$ cat config.mk
export PLATFORM = sky130hd
export DESIGN_NAME = adc_trig_top
export DESIGN_NICKNAME = d
export VERILOG_FILES = /design/src/verilog/adc_trig_pkg.sv /design/src/verilog/adc_trig_top.sv /design/src/verilog/exec_state_ctrl.sv /design/src/verilog/trigger_detect.sv /design/src/verilog/base_calc.sv
export VERILOG_INCLUDE_DIRS = /design/src /design/src/verilog
export SDC_FILE = /design/constraint.sdc
export NUM_CORES = 1
export LEC_CHECK = 0
export ABC_AREA = 1
export BUFFER_PORTS_ARGS = -buffer_cell sky130_fd_sc_hd__buf_4
export CAP_MARGIN = 25
export CORE_MARGIN = 1.5
export CORE_UTILIZATION = 60
export CTS_CLUSTER_SIZE = 30
export DETAILED_ROUTE_END_ITERATION = 16
export PLACE_DENSITY = 0.81
export RECOVER_POWER = 50
export SYNTH_ARGS = -nofsm -noshare
export SYNTH_HDL_FRONTEND = slang
export SYNTH_HIERARCHICAL = 1
export SYNTH_SLANG_ARGS = --single-unit
$ cat constraint.sdc
create_clock -name AXIS_ACLK -period 14.3 [get_ports AXIS_ACLK]
set_clock_uncertainty 0.05 [all_clocks]
set_input_delay 0.715 -clock AXIS_ACLK [delete_from_list [all_inputs] [get_ports AXIS_ACLK]]
set_output_delay 0.715 -clock AXIS_ACLK [all_outputs]
set_load 0.01 [all_outputs]
$ cat src/verilog/adc_trig_config.svh
`ifndef ADC_TRIG_CONFIG_SVH
`define ADC_TRIG_CONFIG_SVH

// converter sample resolution in bits
`define ADC_RESOLUTION_WIDTH 12

// stream beat width, eight 16-bit lanes
`define S_AXIS_TDATA_WIDTH 128

// lanes carried by one beat
`define SAMPLES_PER_BEAT 8

// valid beats averaged while learning the baseline
// 16 keeps simulation short
`define BASELINE_CALC_LEN 16

// trigger margin above baseline in adc codes
// 10 percent of full scale 4096
`define THRESHOLD_CODES 409

`endif
$ cat src/verilog/adc_trig_pkg.sv
`default_nettype none

package adc_trig_pkg;

    // channel execution state
    // TRG keeps both bits set so it differs from INIT in every bit
    typedef enum logic [1:0]
    {
        INIT  = 2'b00,
        ARMED = 2'b01,
        TRG   = 2'b11
    } exec_state_t;

endpackage

`default_nettype wire

$ cat src/verilog/adc_trig_top.sv
`timescale 1ns/1ps
`default_nettype none

`include "adc_trig_config.svh"

module adc_trig_top
    import adc_trig_pkg::*;
(
    input  logic                                     AXIS_ACLK,
    input  logic                                     AXIS_ARESETN,
    input  logic [`S_AXIS_TDATA_WIDTH-1:0]           s_axis_tdata,
    input  logic                                     s_axis_tvalid,
    input  logic                                     rebase,
    input  logic                                     event_ack,
    output logic signed [`ADC_RESOLUTION_WIDTH-1:0]  baseline,
    output logic                                     calc_complete,
    output exec_state_t                              exec_state,
    output logic                                     event_req,
    output logic [31:0]                              event_beat,
    output logic signed [`ADC_RESOLUTION_WIDTH-1:0]  event_peak,
    output logic [$clog2(`SAMPLES_PER_BEAT)-1:0]     event_lane
);

    logic                                    hit;
    logic signed [`ADC_RESOLUTION_WIDTH-1:0] hit_peak;
    logic [$clog2(`SAMPLES_PER_BEAT)-1:0]    hit_lane;

    // baseline learning in INIT
    base_calc u_base_calc (
        .AXIS_ACLK     (AXIS_ACLK),
        .AXIS_ARESETN  (AXIS_ARESETN),
        .exec_state    (exec_state),
        .s_axis_tdata  (s_axis_tdata),
        .s_axis_tvalid (s_axis_tvalid),
        .baseline      (baseline),
        .calc_complete (calc_complete)
    );

    // threshold compare in ARMED
    trigger_detect u_trigger_detect (
        .AXIS_ACLK     (AXIS_ACLK),
        .AXIS_ARESETN  (AXIS_ARESETN),
        .exec_state    (exec_state),
        .s_axis_tdata  (s_axis_tdata),
        .s_axis_tvalid (s_axis_tvalid),
        .baseline      (baseline),
        .hit           (hit),
        .hit_peak      (hit_peak),
        .hit_lane      (hit_lane)
    );

    exec_state_ctrl u_exec_state_ctrl (
        .AXIS_ACLK     (AXIS_ACLK),
        .AXIS_ARESETN  (AXIS_ARESETN),
        .s_axis_tvalid (s_axis_tvalid),
        .calc_complete (calc_complete),
        .hit           (hit),
        .hit_peak      (hit_peak),
        .hit_lane      (hit_lane),
        .rebase        (rebase),
        .event_ack     (event_ack),
        .exec_state    (exec_state),
        .event_req     (event_req),
        .event_beat    (event_beat),
        .event_peak    (event_peak),
        .event_lane    (event_lane)
    );

endmodule

`default_nettype wire

$ cat src/verilog/exec_state_ctrl.sv
`timescale 1ns/1ps
`default_nettype none

`include "adc_trig_config.svh"

module exec_state_ctrl
    import adc_trig_pkg::*;
(
    input  logic                                     AXIS_ACLK,
    input  logic                                     AXIS_ARESETN,
    input  logic                                     s_axis_tvalid,
    input  logic                                     calc_complete,
    input  logic                                     hit,
    input  logic signed [`ADC_RESOLUTION_WIDTH-1:0]  hit_peak,
    input  logic [$clog2(`SAMPLES_PER_BEAT)-1:0]     hit_lane,
    input  logic                                     rebase,
    input  logic                                     event_ack,
    output exec_state_t                              exec_state,
    output logic                                     event_req,
    output logic [31:0]                              event_beat,
    output logic signed [`ADC_RESOLUTION_WIDTH-1:0]  event_peak,
    output logic [$clog2(`SAMPLES_PER_BEAT)-1:0]     event_lane
);

    localparam int BEAT_W = 32;

    logic [BEAT_W-1:0] beat_cnt;
    logic              init_entry;
    logic              arm;
    logic              take_hit;

    // calc_complete is still high from the last run in the first INIT
    // cycle after a rebase, so that cycle must not arm
    assign arm      = (exec_state == INIT) && calc_complete && !init_entry;
    assign take_hit = (exec_state == ARMED) && hit && !rebase;

    always_ff @(posedge AXIS_ACLK)
    begin
        if (!AXIS_ARESETN)
        begin
            exec_state <= INIT;
            event_req  <= 1'b0;
            init_entry <= 1'b0;
        end
        else
        begin
            init_entry <= rebase;
            if (rebase)
            begin
                exec_state <= INIT;
                event_req  <= 1'b0;
            end
            else
            begin
                case (exec_state)
                    INIT:
                    begin
                        if (arm)
                        begin
                            exec_state <= ARMED;
                        end
                    end
                    ARMED:
                    begin
                        if (take_hit)
                        begin
                            exec_state <= TRG;
                            event_req  <= 1'b1;
                        end
                    end
                    TRG:
                    begin
                        // four-phase, drop req on ack then wait for ack low
                        if (event_req && event_ack)
                        begin
                            event_req <= 1'b0;
                        end
                        else if (!event_req && !event_ack)
                        begin
                            exec_state <= ARMED;
                        end
                    end
                    default:
                    begin
                        exec_state <= INIT;
                    end
                endcase
            end
        end
    end

    // beats since arming, still counted while an event is pending
    always_ff @(posedge AXIS_ACLK)
    begin
        if (!AXIS_ARESETN || arm)
        begin
            beat_cnt <= '0;
        end
        else if ((exec_state != INIT) && s_axis_tvalid)
        begin
            beat_cnt <= beat_cnt + 1'b1;
        end
    end

    // the hit beat was already counted, so its index is one less
    always_ff @(posedge AXIS_ACLK)
    begin
        if (take_hit)
        begin
            event_beat <= beat_cnt - BEAT_W'(1);
            event_peak <= hit_peak;
            event_lane <= hit_lane;
        end
    end

endmodule

`default_nettype wire

$ cat src/verilog/trigger_detect.sv
`timescale 1ns/1ps
`default_nettype none

`include "adc_trig_config.svh"

module trigger_detect
    import adc_trig_pkg::*;
(
    input  logic                                     AXIS_ACLK,
    input  logic                                     AXIS_ARESETN,
    input  exec_state_t                              exec_state,
    input  logic [`S_AXIS_TDATA_WIDTH-1:0]           s_axis_tdata,
    input  logic                                     s_axis_tvalid,
    input  logic signed [`ADC_RESOLUTION_WIDTH-1:0]  baseline,
    output logic                                     hit,
    output logic signed [`ADC_RESOLUTION_WIDTH-1:0]  hit_peak,
    output logic [$clog2(`SAMPLES_PER_BEAT)-1:0]     hit_lane
);

    localparam int ADC_W      = `ADC_RESOLUTION_WIDTH;
    localparam int LANES      = `SAMPLES_PER_BEAT;
    localparam int LANE_BITS  = `S_AXIS_TDATA_WIDTH / LANES;
    localparam int LANE_IDX_W = $clog2(LANES);
    // one extra bit so baseline plus margin cannot wrap
    localparam int CMP_W      = ADC_W + 1;

    logic signed [ADC_W-1:0] lane_sample [LANES];
    logic signed [CMP_W-1:0] bound;
    logic [LANES-1:0]        over;
    logic signed [ADC_W-1:0] peak;
    logic [LANE_IDX_W-1:0]   first_lane;

    assign bound = CMP_W'(baseline) + CMP_W'(`THRESHOLD_CODES);

    always_comb
    begin
        for (int i = 0; i < LANES; i++)
        begin
            lane_sample[i] = s_axis_tdata[LANE_BITS*i +: ADC_W];
            over[i]        = CMP_W'(lane_sample[i]) > bound;
        end
    end

    // beat maximum and lowest exceeding lane in one pass
    always_comb
    begin
        peak       = lane_sample[0];
        first_lane = '0;
        for (int i = LANES - 1; i >= 0; i--)
        begin
            if (lane_sample[i] > peak)
            begin
                peak = lane_sample[i];
            end
            if (over[i])
            begin
                first_lane = LANE_IDX_W'(i);
            end
        end
    end

    always_ff @(posedge AXIS_ACLK)
    begin
        if (!AXIS_ARESETN)
        begin
            hit <= 1'b0;
        end
        else
        begin
            hit <= (exec_state == ARMED) && s_axis_tvalid && (|over);
        end
    end

    always_ff @(posedge AXIS_ACLK)
    begin
        if (s_axis_tvalid)
        begin
            hit_peak <= peak;
            hit_lane <= first_lane;
        end
    end

endmodule

`default_nettype wire

$ cat src/verilog/base_calc.sv
`timescale 1ns/1ps
`default_nettype none

`include "adc_trig_config.svh"

module base_calc
    import adc_trig_pkg::*;
(
    input  logic                                    AXIS_ACLK,
    input  logic                                    AXIS_ARESETN,
    input  exec_state_t                             exec_state,
    input  logic [`S_AXIS_TDATA_WIDTH-1:0]          s_axis_tdata,
    input  logic                                    s_axis_tvalid,
    output logic signed [`ADC_RESOLUTION_WIDTH-1:0] baseline,
    output logic                                    calc_complete
);

    localparam int ADC_W     = `ADC_RESOLUTION_WIDTH;
    localparam int LANES     = `SAMPLES_PER_BEAT;
    localparam int LANE_BITS = `S_AXIS_TDATA_WIDTH / LANES;
    localparam int LANE_SH   = $clog2(LANES);
    localparam int SUM_W     = ADC_W + LANE_SH;
    localparam int CALC_LEN  = `BASELINE_CALC_LEN;
    localparam int CNT_W     = $clog2(CALC_LEN + 1);

    logic signed [ADC_W-1:0] lane_sample [LANES];
    logic signed [SUM_W-1:0] lane_sum;
    logic signed [SUM_W-1:0] sum_q;
    logic signed [SUM_W-1:0] mean_full;
    logic signed [ADC_W-1:0] beat_mean;
    logic signed [ADC_W-1:0] avg;
    logic [CNT_W-1:0]        acc_cnt;
    logic [CNT_W-1:0]        avg_cnt;
    logic                    sum_vld;
    logic                    avg_last;
    logic                    in_init;
    logic                    in_init_q;
    logic                    accept;

    assign in_init = (exec_state == INIT);
    // stop taking beats once the full set is in the pipe
    assign accept  = in_init && s_axis_tvalid && (acc_cnt < CNT_W'(CALC_LEN));

    // split the beat, the sample sits in the low bits of each lane
    always_comb
    begin
        for (int i = 0; i < LANES; i++)
        begin
            lane_sample[i] = s_axis_tdata[LANE_BITS*i +: ADC_W];
        end
    end

    always_comb
    begin
        lane_sum = '0;
        for (int i = 0; i < LANES; i++)
        begin
            lane_sum = lane_sum + SUM_W'(lane_sample[i]);
        end
    end

    // beat mean, always fits back into the sample width
    assign mean_full = sum_q >>> LANE_SH;
    assign beat_mean = mean_full[ADC_W-1:0];

    // stage 1 control
    always_ff @(posedge AXIS_ACLK)
    begin
        if (!AXIS_ARESETN || !in_init)
        begin
            acc_cnt <= '0;
            sum_vld <= 1'b0;
        end
        else
        begin
            sum_vld <= accept;
            if (accept)
            begin
                acc_cnt <= acc_cnt + 1'b1;
            end
        end
    end

    always_ff @(posedge AXIS_ACLK)
    begin
        if (accept)
        begin
            sum_q <= lane_sum;
        end
    end

    // stage 2, halving running average
    always_ff @(posedge AXIS_ACLK)
    begin
        if (!AXIS_ARESETN || !in_init)
        begin
            avg_cnt  <= '0;
            avg_last <= 1'b0;
        end
        else
        begin
            avg_last <= sum_vld && (avg_cnt == CNT_W'(CALC_LEN - 1));
            if (sum_vld)
            begin
                avg_cnt <= avg_cnt + 1'b1;
            end
        end
    end

    always_ff @(posedge AXIS_ACLK)
    begin
        if (sum_vld)
        begin
            if (avg_cnt == '0)
            begin
                avg <= beat_mean;
            end
            else
            begin
                avg <= (avg >>> 1) + (beat_mean >>> 1);
            end
        end
    end

    // publish, completion drops one cycle after re-entering INIT
    always_ff @(posedge AXIS_ACLK)
    begin
        if (!AXIS_ARESETN)
        begin
            baseline      <= '0;
            calc_complete <= 1'b0;
            in_init_q     <= 1'b1;
        end
        else
        begin
            in_init_q <= in_init;
            if (in_init && !in_init_q)
            begin
                calc_complete <= 1'b0;
            end
            else if (avg_last)
            begin
                baseline      <= avg;
                calc_complete <= 1'b1;
            end
        end
    end

endmodule

`default_nettype wire

# Word level (Yosys, flattened, before mapping)
# Cells that the tools add are included.
[totals] register_bits=152 inputBits=133 word_cells=119
[classes] addsub=13 order_cmp=17 eq_ne=8 n_mux=24 bitwise_logic=2 n_reduce_logical=34
[op_table] op="12-bit 2-to-1 mux" n=9
[op_table] op="12-bit by 13-bit greater-than comparator with 1-bit output" n=8
[op_table] op="12-bit greater-than comparator" n=8
[op_table] op="15-bit by 12-bit adder with 15-bit output" n=5
[op_table] op="32-bit by 1-bit adder with 32-bit output (second input constant)" n=1
[op_table] op="32-bit by 1-bit subtractor with 32-bit output (second input constant)" n=1
[op_table] op="13-bit by 12-bit adder with 14-bit output" n=1
[op_table] op="12-bit by 10-bit adder with 13-bit output (second input constant)" n=1
[op_table] op="12-bit by 12-bit adder with 13-bit output" n=1
[op_table] op="1-bit logical AND" n=13
[op_table] op="11-bit by 11-bit adder with 12-bit output" n=1
[op_table] op="2-bit 2-to-1 mux" n=6
[op_table] op="3-bit 2-to-1 mux" n=4
[op_table] op="5-bit by 1-bit adder with 5-bit output (second input constant)" n=2
[op_table] op="2-bit by 1-bit != test with 1-bit output (second input constant)" n=4
[op_table] op="8-bit OR reduction" n=1
[op_table] op="1-bit logical NOT" n=7
[op_table] op="2-bit case mux with 3 select lines" n=1
[op_table] op="2-bit OR reduction" n=3
[op_table] op="5-bit by 4-bit equality test with 1-bit output (second input constant)" n=1
[op_table] op="5-bit logical NOT" n=1
[op_table] op="5-bit < comparator (second input constant)" n=1
[op_table] op="4-bit AND reduction" n=1
[op_table] op="2-bit nonzero test" n=2
[op_table] op="other kinds (11)" n=15

# Depth between registers and ports, before layout
# Gate-level depths: netlist of run 1.
[depth] ltp_word=16 ltp_mapped=110 ltp_nobuf=103

# Modules after synthesis
# The synthesis of run 1 kept the hierarchy.
[modules_own_cells] module="trigger_detect" instances=1 cells_per_inst=1078 area_per_inst_um2=7015.5
[modules_own_cells] module="base_calc" instances=1 cells_per_inst=633 area_per_inst_um2=5220.0
[modules_own_cells] module="exec_state_ctrl" instances=1 cells_per_inst=483 area_per_inst_um2=4129.0

# Worst setup path before layout of run 1
# No wires, ideal clock.
[synth_path] path_kind="input to register" startpoint="input s_axis_tdata[11]" endpoint="register u_trigger_detect.hit_peak[10], data pin" arrival_time_ns=12.421 required_time_ns=14.119 setup_slack_ns=1.699 path_stages=96 path_buffers=8 cell_sequence="inv_1 -> ha_1 -> a21o_1 -> nor2_1 -> nand3_1 -> nand2_1 -> nand3_2 -> clkbuf_1 -> nand2_1 -> o21ai_0 -> ha_1 -> nand4_1 -> nor2_1 -> nand2_1 -> nor2_1 -> nand3_1 -> nand2_1 -> inv_2 -> [... 60 more ...] -> nand3_1 -> nand2_1 -> inv_2 -> nand2_1 -> nand2_2 -> buf_2 -> nand4_1 -> nand2_1 -> ha_1 -> a21oi_1 -> o21ai_0 -> a211oi_1 -> xor2_1 -> nand2_1 -> inv_1 -> clkbuf_1 -> nand2_1 -> nand2_1"
[synth_between] elab_chain_len=16
[synth_rtl] item="from (decl)" line="adc_trig_top.sv:11" source="input logic [`S_AXIS_TDATA_WIDTH-1:0] s_axis_tdata,"
[synth_rtl] item="12-bit greater-than comparator" line="trigger_detect.sv:51" source="if (lane_sample[i] > peak)"
[synth_rtl] item="12-bit 2-to-1 mux" line="trigger_detect.sv:51"
[synth_rtl] item="12-bit greater-than comparator" line="trigger_detect.sv:51"
[synth_rtl] item="12-bit 2-to-1 mux" line="trigger_detect.sv:51"
[synth_rtl] item="12-bit greater-than comparator" line="trigger_detect.sv:51"
[synth_rtl] item="12-bit 2-to-1 mux" line="trigger_detect.sv:51"
[synth_rtl] item="12-bit greater-than comparator" line="trigger_detect.sv:51"
[synth_rtl] item="12-bit 2-to-1 mux" line="trigger_detect.sv:51"
[synth_rtl] item="12-bit greater-than comparator" line="trigger_detect.sv:51"
[synth_rtl] item="12-bit 2-to-1 mux" line="trigger_detect.sv:51"
[synth_rtl] item="12-bit greater-than comparator" line="trigger_detect.sv:51"
[synth_rtl] item="12-bit 2-to-1 mux" line="trigger_detect.sv:51"
[synth_rtl] item="12-bit greater-than comparator" line="trigger_detect.sv:51"
[synth_rtl] item="12-bit 2-to-1 mux" line="trigger_detect.sv:51"
[synth_rtl] item="12-bit greater-than comparator" line="trigger_detect.sv:51"
[synth_rtl] item="12-bit 2-to-1 mux (*)" line="trigger_detect.sv:51"
[synth_rtl] item="net u_trigger_detect.peak[10]" line="trigger_detect.sv:30" source="logic signed [ADC_W-1:0] peak;"
[synth_rtl] item="to (signal assigned)" line="trigger_detect.sv:78" source="hit_peak <= peak;"
[synth_rtl] item="to (decl)" line="trigger_detect.sv:16" source="output logic signed [`ADC_RESOLUTION_WIDTH-1:0] hit_peak,"
# Mark *: on every way through the listed nets, which the timed path passes. The rest lies on a longest branch.
# A chain may end at the register's enable or synchronous reset.

# Final worst setup path of run 1
# Same ends and word-level chain as after synthesis.

==> flow_summary.yaml, run 1 <==
pwr:
  finalPower_mw: 4.99
  p_switching_mw: 2.51
  ir_drop_uv: 280
  power_frac_clock: 0.084
  p_int_mw: 2.47
  p_per_area_nw_per_um2: 265
  power.leakage_nw: 9.45
  power_frac_seq: 0.135
  share_comb_of_total_power: 0.782
  sw_frac_of_total: 0.504
sta:
  hold_viol: 0
  fin_tns_setup_ns: 0
  fmax_mhz: 75.0
  period_needed_ns: 13.32
  fin_crit_sh: 0.932
  worst_pin_slew_ns: 1.45
  slew_headroom: 0.0297
  rsz0062_at_grt: "no"
  drv_slew: 0
  final-setup-viol-count: 0
worst_setup_path:
  crit_type: "primary input to flop"
  cp_slowest_stage_delay_ns: 0.43
  end_kind: "flop"
  worst_ep_required_time_ns: 14.41
  critical_path.max_fanout: 22
  startpoint_type: "primary input"
  crit_top_cell: "nand2_1"
  slowest_stage: "o21ai_0"
  worst-path-buf-inv: 16
  cp_data_arrival_time_ns: 13.44
  cp_top_family: "simple AND/OR/NAND/NOR gates"
clock_network:
  cts_htree_levels: 4
  cts.sinks: 149
  clockBufferDepth: 2
  cts_buffers: 17
  cts_tree: "done"
  clk_latency_ns: 0.42
  clk_pin_slew_worst_paths_ns: 0.06
  root_buffer: "clkbuf_16"
synthesis:
  synth_top_area_cell: "ha_1"
  synthesis.area_um2: 16400
  syn_nets: 2622
  postSynthCellCount: 2194
  ys_top_cells_by_area: "ha_1, edfxtp_1, nand2_1, fa_1, inv_1"
  ys_seq_area_frac: 0.235
  syn_area_per_cell_um2: 7.46
  yosysTopAreaCellShare: 0.168
  ys_ff_latch: 149
  yosysWarnings: 6
  synth-async-reset-ratio: 0
  synthDistinctLibCells: 58
  synth_edf_count: 86
  synth_ff_type: "edfxtp_1"
drt:
  viasPerCell: 5.73
  vias: 15907
  postRouteAntennaNets: 0
  drt_pass1_iterations: 6
  post_drt_wl_per_cell_um: 17.8
  first_iter_violations: 1676
  routed_wirelength_um: 49500
  drc: 0
grt:
  antenna_found_initial: 0
  grt_first_pass_wirelength_um: 78400
  grt_max_degree: 40
  grt_overflow_total: 0
  grt_pass1_vias: 15528
  grt_usage: 0.355
status:
  status: "complete, no violations"
layout:
  drive_gt1_frac: 0.132
  final_cell_area_um2: 18800
  nNetsFinal: 2848
  final_common_cell: "nand2_1"
  layout_common_cells: "nand2_1, inv_1, ha_1"
  num_antenna_cells: 0
  syn2layout_area_growth_pct: 14.9
floorplanning:
  dieHeight_um: 168
  dieWidth_um: 168
  num_rows: 60
  initial_core_util: 0.609
  pin_count: 196
  core_area_um2: 26900
  die_area_um2: 28300
place:
  placed_area_um2: 18400
  dpl.hpwl_um: 39900
  portBuffers: 163
  globalplace.congestion: 0.954
run:
  max_cap_viol_count: 0
worst_hold_path:
  hold_class: "flop to flop"
## path summary, 6_finish.rpt
| path | startpoint | to | slack (ns) | cells past startpoint |
|---|---|---|---|---|
| min | u_trigger_detect/hit_peak[10]$_DFFE_PP_ | u_exec_state_ctrl/event_peak[10]$_DFFE_PP_ | 0.37 | 0 |
| max reg2reg | u_base_calc/baseline[0]$_SDFFE_PN0P_ | u_trigger_detect/hit_lane[0]$_SDFFCE_PN0P_ | 10.41 | 21 |
| min reg2reg | u_trigger_detect/hit_peak[10]$_DFFE_PP_ | u_exec_state_ctrl/event_peak[10]$_DFFE_PP_ | 0.37 | 0 |
| max | s_axis_tdata[11] | u_trigger_detect/hit_peak[10]$_DFFE_PP_ | 0.98 | 99 |
## cell usage after synthesis, types with 3 or more instances
cell / n
nand2_1: 471
inv_1: 377
ha_1: 220
nor2_1: 202
a21oi_1: 104
o21ai_0: 104
nand3_1: 103
edfxtp_1: 86
nand4_1: 81
fa_1: 75
dfxtp_1: 63
xor2_1: 40
nor2_2: 22
nor3_1: 22
xnor2_1: 19
nand2_2: 16
nand3_2: 16
clkbuf_1: 15
inv_2: 14
o21ai_1: 13
nand3b_1: 11
buf_2: 10
o21bai_1: 10
nor2_4: 9
a211oi_1: 8
buf_4: 7
clkinv_1: 7
a21o_1: 5
a31oi_1: 5
o221ai_1: 5
or3_1: 5
a31o_2: 4
nand3_4: 4
o211ai_1: 4
and2_1: 3
nor4_1: 3
o221a_2: 3
## sequential cells by signal, indices dropped and copies added (netlist names)
| name | count |
|---|---|
| u_base_calc/sum_q | 12 |
| u_trigger_detect/hit_peak | 12 |
| u_exec_state_ctrl/event_lane | 3 |
| u_exec_state_ctrl/event_beat | 32 |
| u_base_calc/avg | 12 |
| u_trigger_detect/hit_lane | 3 |
| u_base_calc/calc_complete | 1 |
| u_base_calc/avg_cnt | 5 |
| u_base_calc/baseline | 12 |
| u_base_calc/acc_cnt | 5 |
| u_base_calc/in_init_q | 1 |
| u_exec_state_ctrl/init_entry | 1 |
| u_exec_state_ctrl/event_req | 1 |
| u_exec_state_ctrl/beat_cnt | 32 |
| u_trigger_detect/hit | 1 |
| u_exec_state_ctrl/event_peak | 12 |
| u_base_calc/sum_vld | 1 |
| u_base_calc/avg_last | 1 |
| u_exec_state_ctrl/exec_state | 2 |
## metal layers
layer,track usage,routed length [µm],vias up
met1,0.455,20300,7320
met2,0.583,22500,781
met4,0.152,2030,0
met3,0.0717,4700,139
met5,0,0,-
li1,-,-,7667
## repair_timing
item                                    in CTS  in global routing
hold buffers                                 0                  0
endpoints found under the setup margin       0                 12
gates resized for setup                      0                 13
setup buffers                                0                  3
## layout make-up
type | count | area, µm²
multi-input combinational | 1612 | 10800
fill | 2251 | 8080
sequential | 149 | 3840
timing repair buffer | 242 | 1690
inverter | 398 | 1490
clock buffer | 18 | 429
tap | 341 | 427
clock inverter | 14 | 114
## through the flow
stage / hold WS (ns) / worst slack (ns) / instances / utilization
CTS: 0.370 / 0.965 / 2770 / 0.705
floorplan: 0.350 / 1.70 / 2194 / -
global placement: 0.352 / 0.743 / 2737 / 0.684
detailed placement: 0.355 / 0.579 / 2738 / 0.685
global route: 0.376 / 0.00974 / 2774 / 0.699
finish: 0.368 / 0.975 / 2774 / 0.699
## power by group through the flow
| stage | combinational [mW] | clock (mW) | sequential (mW) |
|---|---|---|---|
| floorplan | 2.56 | 0 | 0.670 |
| global placement | 3.65 | 0 | 0.679 |
| finish | 3.90 | 0.418 | 0.672 |
| CTS | 3.81 | 0.425 | 0.671 |
| detailed placement | 3.78 | 0 | 0.680 |
| global route | 4.38 | 0.443 | 0.675 |
## worst register-to-register path: stages, from the launching register on
cell and delay [ns]:
dfxtp_1 0.35, ha_1 0.24, nand2_1 0.07, nand2_1 0.07
o21ai_0 0.25, nor2_1 0.11, nor2_1 0.12, xnor2_1 0.13
buf_4 0.26, ha_1 0.29, a21oi_1 0.15, o21ai_0 0.10
a21oi_1 0.11, o21ai_0 0.08, a2111oi_0 0.49, a221o_1 0.27
nand2_1 0.08, nand2_1 0.06, nand2_1 0.06, nand2_1 0.07
nand2_1 0.05, a21boi_0 0.23
## cells by family (layout without fill, tap and decap cells)
kind of cell,after synthesis,after routing,synth area share
buffers and inverters,434,672,0.103
xor gates and xnor gates,59,59,0.0316
AOI/OAI and AO/OA,281,281,0.0979
and+or+nand+nor,976,977,0.273
DFF,149,149,0.235
adders and majority gates,295,295,0.260
Note: power is estimated with default switching activity, not from simulation.
==> inputs of run 2 (changes only) <==
--- a/config.mk
+++ b/config.mk
@@ -9,10 +9,11 @@
 export ABC_AREA = 1
 export BUFFER_PORTS_ARGS = -buffer_cell sky130_fd_sc_hd__buf_4
 export CAP_MARGIN = 25
-export CORE_MARGIN = 1.5
+export CORE_MARGIN = 2
 export CORE_UTILIZATION = 60
 export CTS_CLUSTER_SIZE = 30
 export DETAILED_ROUTE_END_ITERATION = 16
+export GPL_TIMING_DRIVEN = 0
 export PLACE_DENSITY = 0.81
 export RECOVER_POWER = 50
 export SYNTH_ARGS = -nofsm -noshare
==> run 2 against run 1 <==
Against the previous run:
- non-clock buffer count is 23 lower
- cell count is 0.87% lower
- global-route usage is 0.40 points lower
- clock power is 2% higher
- clock-buffer cell count stayed put
==> flow_summary.yaml, run 2 (same netlist as run 1, synthesis figures left out) <==
status:
  status: "complete, no violations"
pwr:
  power.leakage_nw: 9.37
  ir_drop_uv: 244
  p_per_area_nw_per_um2: 253
sta:
  final-setup-viol-count: 0
  fin_hold_ws_ns: 0.371
  drv_slew: 0
  worst_pin_slew_ns: 1.36
  fin_crit_sh: 0.944
  hold_viol: 0
  fmax_mhz: 74.1
  period_needed_ns: 13.50
  slew_headroom: 0.0897
clock_network:
  cts_buffers: 17
  clk_pin_slew_worst_paths_ns: 0.07
  cts.sinks: 149
  clockBufferDepth: 2
  cts_hold_buffers: 0
  clk_latency_ns: 0.42
  cts_tree: "done"
  root_buffer: "clkbuf_16"
  cts_htree_levels: 4
layout:
  reg_top3: "u_exec_state_ctrl/beat_cnt: 32 flops, u_exec_state_ctrl/event_beat: 32 flops"
  final_cell_area_um2: 18800
  fin_util: 0.698
  nNetsFinal: 2824
  layout.cells.non_filler: 2750
  syn2layout_area_growth_pct: 14.7
  fillers: 2284
  final_common_cell: "nand2_1"
  num_antenna_cells: 0
  layout_common_cells: "nand2_1, inv_1, ha_1"
  drive_gt1_frac: 0.132
drt:
  routed_wirelength_um: 50000
  dr.max_layer_used: "met4"
  vias: 15891
  post_drt_wl_per_cell_um: 18.2
  viasPerCell: 5.78
  drt_pass1_iterations: 6
  wl_met3_um: 5100
  postRouteAntennaNets: 0
  met2_length_um: 22700
  wl_met1_um: 20100
  drc: 0
  first_iter_violations: 1541
worst_setup_path:
  slowest_stage: "o21ai_0"
  end_kind: "flop"
  cp_top_family: "simple AND/OR/NAND/NOR gates"
  critical_path.max_fanout: 10
  startpoint_type: "primary input"
  crit_type: "primary input to flop"
  cp_data_arrival_time_ns: 13.63
  cp_slowest_stage_delay_ns: 0.45
  worst-path-buf-inv: 17
  worst_ep_required_time_ns: 14.43
  crit_top_cell: "nand2_1"
run:
  max_cap_viol_count: 0
grt:
  antenna_found_initial: 0
  grt_overflow_total: 0
  grt_usage: 0.351
  grt_max_degree: 40
  grt_pass1_vias: 15382
  grt_first_pass_wirelength_um: 78300
floorplanning:
  pin_count: 196
  num_rows: 60
  initial_core_util: 0.609
  core_area_um2: 26900
  dieHeight_um: 169
  dieWidth_um: 169
  die_area_um2: 28600
place:
  placed_area_um2: 18200
  portBuffers: 163
  dpl.hpwl_um: 40600
  globalplace.congestion: 0.986
  placed_cells: 2710
worst_hold_path:
  hold_class: "flop to flop"
run 2: cell count changes in the layout (fill, tap and decap cells not counted), sizes merged:
cell	before	now
buf	204	173
clkbuf	56	64
clkinvlp	0	3
inv	401	399
clkinv	11	10
nand3	124	123
run 2: path summary, 6_finish.rpt:
check,from,endpoint,slack (ns),depth (start not counted)
setup / recovery,s_axis_tdata[11],u_trigger_detect/hit_peak[5]$_DFFE_PP_,0.80,99
setup reg to reg,u_base_calc/baseline[0]$_SDFFE_PN0P_,u_trigger_detect/hit_lane[0]$_SDFFCE_PN0P_,9.85,19
hold reg to reg,u_trigger_detect/hit_peak[6]$_DFFE_PP_,u_exec_state_ctrl/event_peak[6]$_DFFE_PP_,0.37,0
hold / removal,u_trigger_detect/hit_peak[6]$_DFFE_PP_,u_exec_state_ctrl/event_peak[6]$_DFFE_PP_,0.37,0
run 2: per-layer routing:
metal	track usage	vias to the layer above
li1	-	7614
met1	0.451	7288
met2	0.577	821
met3	0.0735	168
met4	0.143	0
met5	0	-
run 2: power breakdown:
part / leakage (nW) / internal, mW / switching [mW]
combinational: 7.79 / 1.36 / 2.29
clock: 0.270 / 0.230 / 0.196
sequential: 1.30 / 0.648 / 0.0230
total: 9.37 / 2.23 / 2.51
run 2: layout make-up:
cell class	count	area (µm²)	share of cell area
Multi-Input combinational cell	1611	10900	0.581
Sequential cell	149	3840	0.205
Inverter	398	1500	0.0798
Timing Repair Buffer	183	1300	0.0695
Clock buffer	18	429	0.0229
Tap cell	341	427	0.0227
Buffer	36	235	0.0125
Clock inverter	14	130	0.00693
run 2: through the flow:
stage / TNS, ns / setup WS [ns] / total power [mW]
2_1_floorplan: 0 / 1.70 / 3.23
3_3_place_gp: -8.49 / -0.825 / 3.94
3_5_place_dp: -13.47 / -1.23 / 4.03
4_1_cts: 0 / 0.0396 / 4.50
5_1_grt: -0.669 / -0.0960 / 5.20
6_report: 0 / 0.798 / 4.74
run 2: what timing repair did:
action                                  CTS  global route
pin swaps                                 3            13
gates resized for setup                  12            90
cloned                                    0             0
endpoints found under the setup margin   12            12
buffers inserted                          3             5
hold endpoints to repair                  0             0
==> inputs of run 3 (changes only) <==
==> constraint.sdc (replaced) <==
create_clock -name AXIS_ACLK -period 17.07 [get_ports AXIS_ACLK]
set_clock_uncertainty 0.05 [all_clocks]
set_input_delay 0.8535 -clock AXIS_ACLK [delete_from_list [all_inputs] [get_ports AXIS_ACLK]]
set_output_delay 0.8535 -clock AXIS_ACLK [all_outputs]
set_load 0.01 [all_outputs]
==> run 3 against run 2 <==
Against the previous run:
- die area stayed put
- combinational power is 21% lower
- register-to-register slack better by 2.8 ns
- critical endpoint unchanged
- total power is 20% lower
- largest power group unchanged
- global-route usage hardly changed
- highest routed layer unchanged
- core utilization is 0.86 points lower
- largest cell class unchanged
- sequential share of layout area is 0.26 points higher
- critical path depth is 10 lower
==> flow_summary.yaml, run 3 (same netlist as run 1, synthesis figures left out) <==
worst_setup_path:
  cp_slowest_stage_delay_ns: 0.46
  crit_top_cell: "nand2_1"
  r2r_cells: 19
  crit_type: "primary input to flop"
  rr_startpoint: "u_base_calc/baseline[0]$_SDFFE_PN0P_"
  reg2reg_to: "u_trigger_detect/hit_lane[0]$_SDFFCE_PN0P_"
  startpoint_type: "primary input"
  slowest_stage: "ha_1"
  cp_data_arrival_time_ns: 15.91
  rrSetupSlack_ns: 12.65
  end_kind: "flop"
  worst_ep_required_time_ns: 17.31
  critical_path.max_fanout: 10
drt:
  routed_wirelength_um: 49700
  drt_pass1_iterations: 6
  postRouteAntennaNets: 0
  vias: 15850
  drc: 0
  post_drt_wl_per_cell_um: 18.1
  viasPerCell: 5.78
  first_iter_violations: 1649
layout:
  layout.cells.non_filler: 2742
  syn2layout_area_growth_pct: 13.3
  nNetsFinal: 2816
  reg_top3: "u_exec_state_ctrl/beat_cnt: 32 flops, u_exec_state_ctrl/event_beat: 32 flops"
  final_common_cell: "nand2_1"
  fillers: 2318
  drive_gt1_frac: 0.119
  layout_common_cells: "nand2_1, inv_1, ha_1"
  num_antenna_cells: 0
  fin_util: 0.690
floorplanning:
  initial_core_util: 0.609
  core_area_um2: 26900
  pin_count: 196
  dieWidth_um: 169
  die_area_um2: 28600
  num_rows: 60
  dieHeight_um: 169
pwr:
  p_per_area_nw_per_um2: 206
  power_frac_clock: 0.094
  ir_drop_uv: 195
  sw_frac_of_total: 0.541
  power.leakage_nw: 9.30
  power_frac_seq: 0.147
  share_comb_of_total_power: 0.759
  p_int_mw: 1.75
  p_switching_mw: 2.06
clock_network:
  cts_tree: "done"
  cts_buffers: 17
  cts.sinks: 149
  ctsResizeCount: 0
  root_buffer: "clkbuf_16"
  clk_pin_slew_worst_paths_ns: 0.07
  post_cts_buffers: 0
  clk_latency_ns: 0.42
  cts_hold_buffers: 0
  clockBufferDepth: 2
  cts_htree_levels: 4
worst_hold_path:
  min-delay-start: "u_trigger_detect/hit_peak[11]$_DFFE_PP_"
  holdPathStages: 0
  hold_class: "flop to flop"
  hold_end: "u_exec_state_ctrl/event_peak[11]$_DFFE_PP_"
place:
  dpl.hpwl_um: 40600
  dp_slack_ns: 1.40
  portBuffers: 163
  placed_cells: 2710
  globalplace.congestion: 0.986
sta:
  hold_viol: 0
  fin_hold_ws_ns: 0.371
  final-setup-viol-count: 0
  drv_slew: 0
  fmax_mhz: 63.8
  slew_headroom: 0.0744
  rsz0062_at_grt: "no"
  worst_slack_ns: 1.40
  fin_tns_setup_ns: 0
  worst_pin_slew_ns: 1.38
  fin_crit_sh: 0.918
  period_needed_ns: 15.67
grt:
  grt_overflow_total: 0
  grt_max_degree: 40
  grt_usage: 0.350
  grt_first_pass_wirelength_um: 78200
  grt_pass1_vias: 15361
  antenna_found_initial: 0
run:
  max_cap_viol_count: 0
status:
  status: "complete, no violations"
[run 3: cell types whose count changed in the layout (fill, tap and decap cells not counted), moves of 4 or more]
cell	before	now
o21ai_2	9	1
ha_1	216	220
clkbuf_4	8	0
o21ai_0	76	105
o21ai_1	34	13
ha_4	4	0
[run 3: worst max-delay path by stage]
stage / from / endpoint / slack, ns / depth (start not counted)
after floorplan: s_axis_tdata[11] / u_trigger_detect/hit_peak[10]$_DFFE_PP_ / 4.33 / 96
after global placement: s_axis_tdata[11] / u_trigger_detect/hit_peak[5]$_DFFE_PP_ / 1.81 / 91
after detailed placement: s_axis_tdata[11] / u_trigger_detect/hit_peak[5]$_DFFE_PP_ / 1.40 / 95
after CTS: s_axis_tdata[11] / u_trigger_detect/hit_peak[5]$_DFFE_PP_ / 1.79 / 95
after global routing: s_axis_tdata[11] / u_trigger_detect/hit_peak[5]$_DFFE_PP_ / 0.05 / 91
final: s_axis_tdata[11] / u_trigger_detect/hit_peak[5]$_DFFE_PP_ / 1.40 / 89
[run 3: layout make-up]
cell class / count / area [µm²] / area share
buffer: 36 / 169 / 0.00911
clock buffer: 18 / 429 / 0.0232
clock inverter: 14 / 130 / 0.00702
inverter: 398 / 1490 / 0.0806
multi-input combinational: 1611 / 10700 / 0.580
sequential: 149 / 3840 / 0.207
tap: 341 / 427 / 0.0230
timing repair buffer: 175 / 1290 / 0.0697
[run 3: per-stage QoR]
step | instance area (µm²) | power [mW]
5_1_grt | 18500 | 4.19
3_3_place_gp | 18000 | 3.30
2_1_floorplan | 16400 | 2.71
3_5_place_dp | 18200 | 3.37
6_report | 18500 | 3.81
4_1_cts | 18700 | 3.75
[run 3: metal layers]
layer | up-vias | GRT usage | wire length [µm] | part of all wire
li1 | 7592 | - | - | -
met5 | - | 0 | 0 | 0
met1 | 7345 | 0.451 | 20200 | 0.41
met4 | 0 | 0.143 | 1970 | 0.040
met2 | 762 | 0.577 | 22700 | 0.46
met3 | 151 | 0.0725 | 4840 | 0.097
[run 3: power by group through the flow]
stage / sequential, mW / clock, mW / combinational, mW
global placement: 0.568 / 0 / 2.73
finish: 0.562 / 0.357 / 2.89
CTS: 0.562 / 0.361 / 2.82
detailed placement: 0.569 / 0 / 2.80
floorplan: 0.561 / 0 / 2.14
global route: 0.565 / 0.374 / 3.25
[run 3: critical path: cells and delay by family]
kind	cells	cell delay, ns
simple gates	54	6.31
fa+ha+maj	8	3.20
buf+inv	15	3.15
compound gates	11	2.18
xor+xnor	1	0.17
